==> src/design/mips_defs.svh <==
`ifndef MIPS_DEFS_SVH
`define MIPS_DEFS_SVH

//////////////////////////////
// Datapath widths
//////////////////////////////

// Register and ALU word width
`define DATA_W 32

// Register file address width, 32 registers
`define REG_AW 5

//////////////////////////////
// Wishbone address map
//////////////////////////////

// Word address width of the slave port
`define WB_AW 6

// Instruction register sits just above the register window
`define INSTR_ADDR 32

`endif

==> src/design/mips_pkg.sv <==
`include "mips_defs.svh"

package mips_pkg;

  // R-type view of the instruction word
  typedef struct packed {
    logic [5:0]         op;
    logic [`REG_AW-1:0] rs;
    logic [`REG_AW-1:0] rt;
    logic [`REG_AW-1:0] rd;
    logic [4:0]         shamt;
    logic [5:0]         funct;
  } r_fields_t;

  // I-type view of the instruction word
  typedef struct packed {
    logic [5:0]         op;
    logic [`REG_AW-1:0] rs;
    logic [`REG_AW-1:0] rt;
    logic [15:0]        imm;
  } i_fields_t;

  // Same 32 bits, decoded either way
  typedef union packed {
    r_fields_t rtype;
    i_fields_t itype;
  } instr_u;

  // R-type codes are funct values, I-type codes are opcodes
  typedef enum logic [5:0] {
    OP_SLL  = 6'b000000,
    OP_SRL  = 6'b000010,
    OP_SRA  = 6'b000011,
    OP_SLLV = 6'b000100,
    OP_SRLV = 6'b000110,
    OP_SRAV = 6'b000111,
    OP_ADDI = 6'b001000,
    OP_SLTI = 6'b001010,
    OP_ANDI = 6'b001100,
    OP_ORI  = 6'b001101,
    OP_XORI = 6'b001110,
    OP_LUI  = 6'b001111,
    OP_ADDU = 6'b100001,
    OP_SUBU = 6'b100011,
    OP_AND  = 6'b100100,
    OP_OR   = 6'b100101,
    OP_XOR  = 6'b100110,
    OP_NOR  = 6'b100111,
    OP_SLT  = 6'b101010
  } alu_op_e;

endpackage

==> src/design/reg_port_if.sv <==
`timescale 1ns/1ps
`include "mips_defs.svh"

interface reg_port_if;

  // Two read ports, addressed by control
  logic [`REG_AW-1:0] rs_addr;
  logic [`REG_AW-1:0] rt_addr;
  logic [`DATA_W-1:0] rs_data;
  logic [`DATA_W-1:0] rt_data;

  // Single write port, written on the clock edge
  logic               we;
  logic [`REG_AW-1:0] wd_addr;
  logic [`DATA_W-1:0] wd_data;

  modport ctrl (
    output rs_addr, rt_addr,
    output we, wd_addr, wd_data,
    input  rs_data, rt_data
  );

  modport regs (
    input  rs_addr, rt_addr,
    input  we, wd_addr, wd_data,
    output rs_data, rt_data
  );

endinterface

==> src/design/reg_file.sv <==
`timescale 1ns/1ps
`include "mips_defs.svh"

module reg_file
(
  input  logic     i_clk,
  input  logic     i_rst,
  reg_port_if.regs rp
);

  localparam int NREG = 1 << `REG_AW;

  logic [`DATA_W-1:0] mem [NREG];

  //////////////////////////////
  // Write port
  //////////////////////////////

  always_ff @(posedge i_clk)
  begin
    if (i_rst)
    begin
      for (int k = 0; k < NREG; k++)
      begin
        mem[k] <= '0;
      end
    end
    else if (rp.we && (rp.wd_addr != '0))
    begin
      // Register zero is never written
      mem[rp.wd_addr] <= rp.wd_data;
    end
  end

  //////////////////////////////
  // Read ports
  //////////////////////////////

  // Combinational, zero register forced
  assign rp.rs_data = (rp.rs_addr == '0) ? '0 : mem[rp.rs_addr];
  assign rp.rt_data = (rp.rt_addr == '0) ? '0 : mem[rp.rt_addr];

endmodule

==> src/design/operand_mux.sv <==
`timescale 1ns/1ps
`include "mips_defs.svh"

module operand_mux
  import mips_pkg::*;
(
  input  instr_u             i_instr,
  input  alu_op_e            i_alu_op,
  input  logic [`DATA_W-1:0] i_rs_data,
  input  logic [`DATA_W-1:0] i_rt_data,
  output logic [`DATA_W-1:0] o_opa,
  output logic [`DATA_W-1:0] o_opb,
  output logic [4:0]         o_shamt
);

  logic               r_type;
  logic               sign_ext;
  logic [`DATA_W-1:0] imm_ext;

  // Op zero selects the R-type format
  assign r_type = (i_instr.rtype.op == '0);

  // ADDI and SLTI take a signed immediate, the logic ops and LUI do not
  assign sign_ext = (i_alu_op == OP_ADDI) || (i_alu_op == OP_SLTI);

  assign imm_ext = sign_ext
                 ? {{(`DATA_W-16){i_instr.itype.imm[15]}}, i_instr.itype.imm}
                 : {{(`DATA_W-16){1'b0}}, i_instr.itype.imm};

  assign o_opa = i_rs_data;

  assign o_opb = r_type ? i_rt_data : imm_ext;

  // Only meaningful for R-type shifts
  assign o_shamt = i_instr.rtype.shamt;

endmodule

==> src/design/mips_alu.sv <==
`timescale 1ns/1ps
`include "mips_defs.svh"

module mips_alu
  import mips_pkg::*;
(
  input  logic [`DATA_W-1:0] i_opa,
  input  logic [`DATA_W-1:0] i_opb,
  input  logic [4:0]         i_shamt,
  input  alu_op_e            i_opcode,
  output logic [`DATA_W-1:0] o_result
);

  logic [4:0] var_sa;
  logic       lt_signed;

  // Variable shifts only look at the low 5 bits of B
  assign var_sa = i_opb[4:0];

  // Shared by SLT and SLTI
  assign lt_signed = $signed(i_opa) < $signed(i_opb);

  always_comb
  begin
    case (i_opcode)
      //////////////////////////////
      // R-type
      //////////////////////////////
      OP_SLL:  o_result = i_opb << i_shamt;
      OP_SRL:  o_result = i_opb >> i_shamt;
      OP_SRA:  o_result = $signed(i_opb) >>> i_shamt;
      OP_SLLV: o_result = i_opa << var_sa;
      OP_SRLV: o_result = i_opa >> var_sa;
      OP_SRAV: o_result = $signed(i_opa) >>> var_sa;
      OP_ADDU: o_result = i_opa + i_opb;
      OP_SUBU: o_result = i_opa - i_opb;
      OP_AND:  o_result = i_opa & i_opb;
      OP_OR:   o_result = i_opa | i_opb;
      OP_XOR:  o_result = i_opa ^ i_opb;
      OP_NOR:  o_result = ~(i_opa | i_opb);
      OP_SLT:  o_result = {{(`DATA_W-1){1'b0}}, lt_signed};

      //////////////////////////////
      // I-type
      //////////////////////////////
      OP_ADDI: o_result = i_opa + i_opb;
      OP_ANDI: o_result = i_opa & i_opb;
      OP_ORI:  o_result = i_opa | i_opb;
      OP_XORI: o_result = i_opa ^ i_opb;
      // Immediate moves to the upper half
      OP_LUI:  o_result = i_opb << 16;
      OP_SLTI: o_result = {{(`DATA_W-1){1'b0}}, lt_signed};

      default: o_result = '0;
    endcase
  end

endmodule

==> src/design/exec_ctrl.sv <==
`timescale 1ns/1ps
`include "mips_defs.svh"

module exec_ctrl
  import mips_pkg::*;
(
  input  logic               i_clk,
  input  logic               i_rst,
  input  logic               i_wb_cyc,
  input  logic               i_wb_stb,
  input  logic               i_wb_we,
  input  logic [`WB_AW-1:0]  i_wb_adr,
  input  logic [`DATA_W-1:0] i_wb_dat,
  output logic [`DATA_W-1:0] o_wb_dat,
  output logic               o_wb_ack,
  reg_port_if.ctrl           rp,
  output instr_u             o_instr,
  output alu_op_e            o_alu_op,
  input  logic [`DATA_W-1:0] i_result
);

  localparam logic [1:0] ST_IDLE = 2'd0;
  localparam logic [1:0] ST_EXEC = 2'd1;
  localparam logic [1:0] ST_ACK  = 2'd2;

  logic [1:0] state;
  instr_u     instr;
  logic       start;
  logic       is_instr;
  logic       is_reg;
  logic       r_type;
  logic       supported;

  assign start    = i_wb_cyc && i_wb_stb;
  assign is_instr = (i_wb_adr == `INSTR_ADDR);
  assign is_reg   = (i_wb_adr < `INSTR_ADDR);

  //////////////////////////////
  // Instruction decode
  //////////////////////////////

  assign r_type = (instr.rtype.op == '0);

  assign o_alu_op = r_type ? alu_op_e'(instr.rtype.funct) : alu_op_e'(instr.itype.op);
  assign o_instr  = instr;

  // A code must also belong to the format it came from
  always_comb
  begin
    case (o_alu_op)
      OP_SLL, OP_SRL, OP_SRA, OP_SLLV, OP_SRLV, OP_SRAV,
      OP_ADDU, OP_SUBU, OP_AND, OP_OR, OP_XOR, OP_NOR, OP_SLT:
        supported = r_type;
      OP_ADDI, OP_ANDI, OP_ORI, OP_XORI, OP_LUI, OP_SLTI:
        supported = !r_type;
      default:
        supported = 1'b0;
    endcase
  end

  //////////////////////////////
  // Bus FSM
  //////////////////////////////

  always_ff @(posedge i_clk)
  begin
    if (i_rst)
    begin
      state <= ST_IDLE;
      instr <= '0;
    end
    else
    begin
      case (state)
        ST_IDLE:
        begin
          if (start && is_instr && i_wb_we)
          begin
            instr <= i_wb_dat;
            state <= ST_EXEC;
          end
          else if (start)
          begin
            state <= ST_ACK;
          end
        end
        // Result settles during this cycle
        ST_EXEC: state <= ST_ACK;
        default: state <= ST_IDLE;
      endcase
    end
  end

  // One cycle of ack per transfer
  assign o_wb_ack = (state == ST_ACK);

  // Read data captured on the first edge, held through ack
  always_ff @(posedge i_clk)
  begin
    if ((state == ST_IDLE) && start && !i_wb_we)
    begin
      if (is_instr)
      begin
        o_wb_dat <= instr;
      end
      else if (is_reg)
      begin
        o_wb_dat <= rp.rs_data;
      end
      else
      begin
        o_wb_dat <= '0;
      end
    end
  end

  //////////////////////////////
  // Register port
  //////////////////////////////

  always_comb
  begin
    rp.rs_addr = i_wb_adr[`REG_AW-1:0];
    rp.rt_addr = instr.rtype.rt;
    rp.we      = 1'b0;
    rp.wd_addr = i_wb_adr[`REG_AW-1:0];
    rp.wd_data = i_wb_dat;
    if (state == ST_IDLE)
    begin
      // Host write lands on the first edge
      rp.we = start && i_wb_we && is_reg;
    end
    else if (state == ST_EXEC)
    begin
      rp.rs_addr = instr.rtype.rs;
      // rd for R-type, rt for I-type
      rp.wd_addr = r_type ? instr.rtype.rd : instr.itype.rt;
      rp.wd_data = i_result;
      rp.we      = supported;
    end
  end

endmodule

==> src/design/exec_top.sv <==
`timescale 1ns/1ps
`include "mips_defs.svh"

module exec_top
  import mips_pkg::*;
(
  input  logic               i_clk,
  input  logic               i_rst,
  input  logic               i_wb_cyc,
  input  logic               i_wb_stb,
  input  logic               i_wb_we,
  input  logic [`WB_AW-1:0]  i_wb_adr,
  input  logic [`DATA_W-1:0] i_wb_dat,
  output logic [`DATA_W-1:0] o_wb_dat,
  output logic               o_wb_ack
);

  instr_u             instr;
  alu_op_e            alu_op;
  logic [`DATA_W-1:0] opa;
  logic [`DATA_W-1:0] opb;
  logic [4:0]         shamt;
  logic [`DATA_W-1:0] result;

  reg_port_if rp ();

  // Bus slave, decode and writeback
  exec_ctrl u_ctrl (
    .i_clk    (i_clk),
    .i_rst    (i_rst),
    .i_wb_cyc (i_wb_cyc),
    .i_wb_stb (i_wb_stb),
    .i_wb_we  (i_wb_we),
    .i_wb_adr (i_wb_adr),
    .i_wb_dat (i_wb_dat),
    .o_wb_dat (o_wb_dat),
    .o_wb_ack (o_wb_ack),
    .rp       (rp),
    .o_instr  (instr),
    .o_alu_op (alu_op),
    .i_result (result)
  );

  reg_file u_regs (
    .i_clk (i_clk),
    .i_rst (i_rst),
    .rp    (rp)
  );

  //////////////////////////////
  // Execute datapath
  //////////////////////////////

  operand_mux u_opmux (
    .i_instr   (instr),
    .i_alu_op  (alu_op),
    .i_rs_data (rp.rs_data),
    .i_rt_data (rp.rt_data),
    .o_opa     (opa),
    .o_opb     (opb),
    .o_shamt   (shamt)
  );

  mips_alu u_alu (
    .i_opa    (opa),
    .i_opb    (opb),
    .i_shamt  (shamt),
    .i_opcode (alu_op),
    .o_result (result)
  );

endmodule

==> config.mk <==
export PLATFORM = sky130hd
export DESIGN_NAME = exec_top
export DESIGN_NICKNAME = d
export VERILOG_FILES = /design/src/design/mips_pkg.sv /design/src/design/reg_port_if.sv /design/src/design/reg_file.sv /design/src/design/operand_mux.sv /design/src/design/mips_alu.sv /design/src/design/exec_ctrl.sv /design/src/design/exec_top.sv
export VERILOG_INCLUDE_DIRS = /design/src /design/src/design
export SDC_FILE = /design/constraint.sdc
export NUM_CORES = 2
export LEC_CHECK = 0
export BUFFER_PORTS_ARGS = -buffer_cell sky130_fd_sc_hd__buf_2
export CAP_MARGIN = 0
export CORE_MARGIN = 1
export CORE_UTILIZATION = 29
export DETAILED_ROUTE_END_ITERATION = 6
export PLACE_DENSITY = 0.45
export SLEW_MARGIN = 25
export SYNTH_ARGS = -nofsm -noshare
export SYNTH_HDL_FRONTEND = slang
export SYNTH_SLANG_ARGS = --single-unit
==> constraint.sdc <==
create_clock -name i_clk -period 11 [get_ports i_clk]
set_clock_uncertainty 0.15 [all_clocks]
set_input_delay 0.55 -clock i_clk [delete_from_list [all_inputs] [get_ports i_clk]]
set_output_delay 0.55 -clock i_clk [all_outputs]
set_load 0.005 [all_outputs]
==> results.rst <==
.. list-table::
   :header-rows: 1

   * - Metric
     - Value
   * - Tightest hold margin
     - 68.7 ps
   * - Clk pwr share
     - 0.402
   * - Logic gate share of total power
     - 0.164
   * - Global-route wire length before repair
     - 684000 um
   * - Xor/xnor share of the synthesized area
     - 0.00117
   * - Class of the tightest hold or removal check
     - input pin to register
   * - Worst endpoint data arrival time
     - 11260 ps
   * - Async set-or-reset flop fraction in the synthesized netlist
     - 0
   * - Worst slew margin relative to its limit
     - 0.183
   * - Worst hold path cell count
     - 5
   * - Clock slew at reported path FFs
     - 70 ps
   * - Core Box Area
     - 257000 sq um
   * - Maximum number of pins on one net before global-route repair
     - 70
   * - P per Cell Area
     - 129 nW/um^2
   * - TritonCTS clock tree
     - built
   * - Internal power
     - 0.00756 W
   * - LEAKAGE
     - 32.2 nW
   * - Post-synth top flop
     - sky130_fd_sc_hd__edfxtp_1
   * - Sequential cell fraction of total power
     - 0.434
   * - Drt wl/cell
     - 49.3 um
   * - Critical Path Sink Type
     - register
   * - Post-Route Setup TNS
     - 0 ps
   * - Type of element launching the critical path
     - register
   * - Slew at the pin closest to its max-slew limit
     - 1220 ps
   * - Final Max Tran Viols
     - 0
   * - Clock Path Buffers
     - 3
   * - Number of distinct standard cells referenced by the synthesized netlist
     - 112
   * - Total half-perimeter wirelength after legalization and detailed placement
     - 379000 um
   * - Count of final hold-check violations
     - 0
   * - Number of DRC markers after the initial detailed-route iteration
     - 12.1k
   * - Number of synthesized flops with an enable pin
     - 1056
   * - Fraction of the yosys area taken by sequential cells
     - 0.435
   * - Path type of the worst setup path
     - register to register
   * - Synthesized-area fraction occupied by adder cells
     - 0.0168
   * - CP max-delay cell
     - sky130_fd_sc_hd__a2111oi_1
   * - Finish-stage setup viols
     - 0
   * - IO Pins
     - 76
   * - Worst ir drop on vdd
     - 0.000157 V
   * - GRT Max-Usage Layer
     - met2
   * - Critical path peak fanout
     - 31
   * - Total Power Consumption
     - 0.0110 W
   * - Via count of the first global-routing pass
     - 68.3k
   * - Stage delay of the slowest cell on the critical path
     - 940 ps
   * - Multiplexer share of the synthesized area
     - 0.150
   * - Grt met1 use
     - 0.482
   * - Final worst path period need
     - 10860 ps
   * - Syn-to-layout area delta
     - 14.5%
   * - H-tree depth
     - 4
   * - Total CTS buffers
     - 136
   * - Die outline area
     - 260000 sq um
   * - Die Y-Extent
     - 510 um
   * - Total Nets Final
     - 7325
   * - Synth warnings
     - 0
   * - Netlist area before placement
     - 74800 sq um
   * - Post-Synthesis Mean Instance Area
     - 10.4 sq um
   * - Placement-stage cell area
     - 80900 sq um
   * - Post-CTS resize count
     - 0
   * - Post-synthesis compound-gate area fraction
     - 0.166
   * - Port Buf Inserts
     - 75
   * - First-pass iteration count of the detailed router
     - 7
   * - Simple-gate share of the synthesized area
     - 0.177
   * - Switching share of total power
     - 0.314
   * - Num Clock Sinks
     - 1095
   * - Overall routing resource usage
     - 0.397
   * - Combined area of the multi-input logic cells
     - 39300 sq um
   * - Total grt overflow
     - 0
   * - Most prevalent standard cell on the critical path
     - sky130_fd_sc_hd__buf_4
   * - Status
     - completed
   * - DR vias
     - 72.4k
   * - Number of rows created at floorplan
     - 186
   * - Net switching component of the power
     - 0.00346 W
   * - Number of max-cap violations
     - 0
   * - Fmax
     - 92.1 MHz
   * - Count of nets left with antenna violations after detail routing
     - 0
   * - Clk_lat worst skew
     - 860 ps
   * - Number of storage elements in the synthesis netlist
     - 1095
   * - Met3 GRT Util
     - 0.100
   * - Count of mapped cells out of synthesis
     - 7176
   * - Register Area
     - 32500 sq um
   * - Data required time at the worst endpoint
     - 11400 ps
   * - Setup repair after global routing missed its margin
     - false
   * - Detailed-route vias per instance
     - 6.76
   * - Final cycle utilization of the critical path
     - 0.987
   * - CTS Root Cell
     - sky130_fd_sc_hd__clkbuf_16
   * - R2R depth
     - 25
   * - Initial antenna violation count
     - 75
   * - Initial Utilization
     - 0.291
   * - Fraction of met2 tracks used by global routing
     - 0.598
   * - Detailed-route wire length
     - 528000 um
   * - Largest family of logic cells by synthesized area
     - simple AND/OR/NAND/NOR gates
   * - Layout Cell Area excl Fill
     - 85600 sq um
   * - Fill cells
     - 25.9k
   * - Die width
     - 510 um
   * - GPL Wtd Cong
     - 1.03
   * - Proportion of layout cells with a drive suffix above 1
     - 0.184
   * - Number of design rule violations left after detail routing
     - 0
-- Yosys cell counts (37+ instances only) --
master,count,area share
sky130_fd_sc_hd__edfxtp_1,1056,0.42
sky130_fd_sc_hd__and3_1,715,0.060
sky130_fd_sc_hd__clkbuf_1,521,0.026
sky130_fd_sc_hd__nand2_1,504,0.025
sky130_fd_sc_hd__mux2i_1,465,0.062
sky130_fd_sc_hd__nor2_1,455,0.023
sky130_fd_sc_hd__o21ai_0,284,0.019
sky130_fd_sc_hd__a21oi_1,283,0.019
sky130_fd_sc_hd__mux4_2,281,0.085
sky130_fd_sc_hd__and2_1,237,0.020
sky130_fd_sc_hd__a22oi_1,224,0.022
sky130_fd_sc_hd__a211oi_1,192,0.019
sky130_fd_sc_hd__nor3_1,180,0.012
sky130_fd_sc_hd__inv_1,157,0.0079
sky130_fd_sc_hd__buf_2,121,0.0081
sky130_fd_sc_hd__ha_1,97,0.016
sky130_fd_sc_hd__nand3_1,97,0.0065
sky130_fd_sc_hd__nor4_1,84,0.0070
sky130_fd_sc_hd__a31oi_1,70,0.0059
sky130_fd_sc_hd__a221oi_1,65,0.0076
sky130_fd_sc_hd__o22ai_1,52,0.0044
sky130_fd_sc_hd__o211ai_1,47,0.0047
sky130_fd_sc_hd__o32ai_1,40,0.0047
sky130_fd_sc_hd__a22o_1,39,0.0046
sky130_fd_sc_hd__buf_1,39,0.0020
sky130_fd_sc_hd__dfxtp_1,39,0.010
sky130_fd_sc_hd__a21o_1,37,0.0037
sky130_fd_sc_hd__or2_2,37,0.0031
-- cell families after synthesis --
family                     count (synthesis)
other                                      1
AOI/OAI and AO/OA                       1761
and+or+nand+nor                         2517
DFF                                     1095
xor gates and xnor gates                  10
muxes                                    769
buffers and inverters                    924
adders and majority gates                 99
-- layout by cell type (no fill, tap or decap), types with 60 or more instances in the layout --
cell type | synthesis | final
sky130_fd_sc_hd__mux2i_1 | 465 | 462
sky130_fd_sc_hd__nand3_1 | 97 | 96
sky130_fd_sc_hd__buf_2 | 121 | 74
sky130_fd_sc_hd__a22oi_1 | 224 | 224
sky130_fd_sc_hd__inv_1 | 157 | 157
sky130_fd_sc_hd__a31oi_1 | 70 | 60
sky130_fd_sc_hd__a211oi_1 | 192 | 188
sky130_fd_sc_hd__buf_4 | 36 | 463
sky130_fd_sc_hd__a221oi_1 | 65 | 65
sky130_fd_sc_hd__nor2_1 | 455 | 409
sky130_fd_sc_hd__nor4_1 | 84 | 75
sky130_fd_sc_hd__edfxtp_1 | 1056 | 1056
sky130_fd_sc_hd__clkbuf_16 | 0 | 138
sky130_fd_sc_hd__a21oi_1 | 283 | 276
sky130_fd_sc_hd__nor3_1 | 180 | 170
sky130_fd_sc_hd__and3_1 | 715 | 715
sky130_fd_sc_hd__o21ai_0 | 284 | 277
sky130_fd_sc_hd__mux4_2 | 281 | 281
sky130_fd_sc_hd__nand2_1 | 504 | 487
sky130_fd_sc_hd__and2_1 | 237 | 236
sky130_fd_sc_hd__ha_1 | 97 | 97
-- cell type report --
class,count,share of cell area
Timing Repair Buffer,592,0.0535
Tap cell,3384,0.0494
Sequential cell,1095,0.380
Antenna cell,41,0.00120
Clock buffer,171,0.0420
Inverter,170,0.00745
Clock inverter,75,0.00763
Multi-Input combinational cell,5188,0.459
-- worst paths after layout --
kind	end	slack (ps)	start
setup / recovery	u_regs.mem[9][29]	140	u_ctrl.state[1]
hold / removal	u_ctrl.state[1]	70	i_wb_stb
setup reg to reg	u_regs.mem[9][29]	140	u_ctrl.state[1]
hold reg to reg	u_ctrl.o_instr[13]	390	u_ctrl.o_instr[13]
-- power by group through the flow --
| stage | Sequential, W | Clock [W] | Combinational, W |
|---|---|---|---|
| floorplan | 0.00482 | 0 | 0.000818 |
| global route | 0.00479 | 0.00460 | 0.00181 |
| global placement | 0.00486 | 0 | 0.00172 |
| CTS | 0.00478 | 0.00447 | 0.00173 |
| finish | 0.00478 | 0.00444 | 0.00181 |
| detailed placement | 0.00486 | 0 | 0.00171 |
-- routing by layer --
layer | share of wire | vias to the layer above
li1 | - | 27967
met1 | 0.37 | 37244
met2 | 0.43 | 5663
met3 | 0.10 | 1503
met4 | 0.094 | 16
met5 | 0.00025 | -
-- registers in the layout (all words and copies together), names as in the netlist, named ones only --
name	count
u_regs.mem	1024
u_ctrl.o_wb_dat	32
u_ctrl.o_instr	32
u_ctrl.state	2
-- timing repair --
item,CTS,global route
hold buffers,33,0
endpoints found under the setup margin,0,0
buffers inserted,0,0
endpoints found under the hold margin,38,0
-- metrics by stage --
stage               std cells   util  setup WS, ps
floorplan                7207      -          4040
global placement        10390  0.315           660
detailed placement      10396  0.315           623
CTS                     10675  0.333           557
global route            10683  0.333          14.2
finish                  10716  0.334           143
-- critical path: cells and delay by family, from the launching register on --
kind / cells / cell delay, ps
multiplexers: 2 / 1320
AND/OR/NAND/NOR: 7 / 2570
adder cells (fa/ha/maj): 1 / 330
buffers and inverters: 6 / 1740
flip-flops: 1 / 640
AO/OA/AOI/OAI: 9 / 3740
Note: power is estimated with default switching activity, not from simulation.
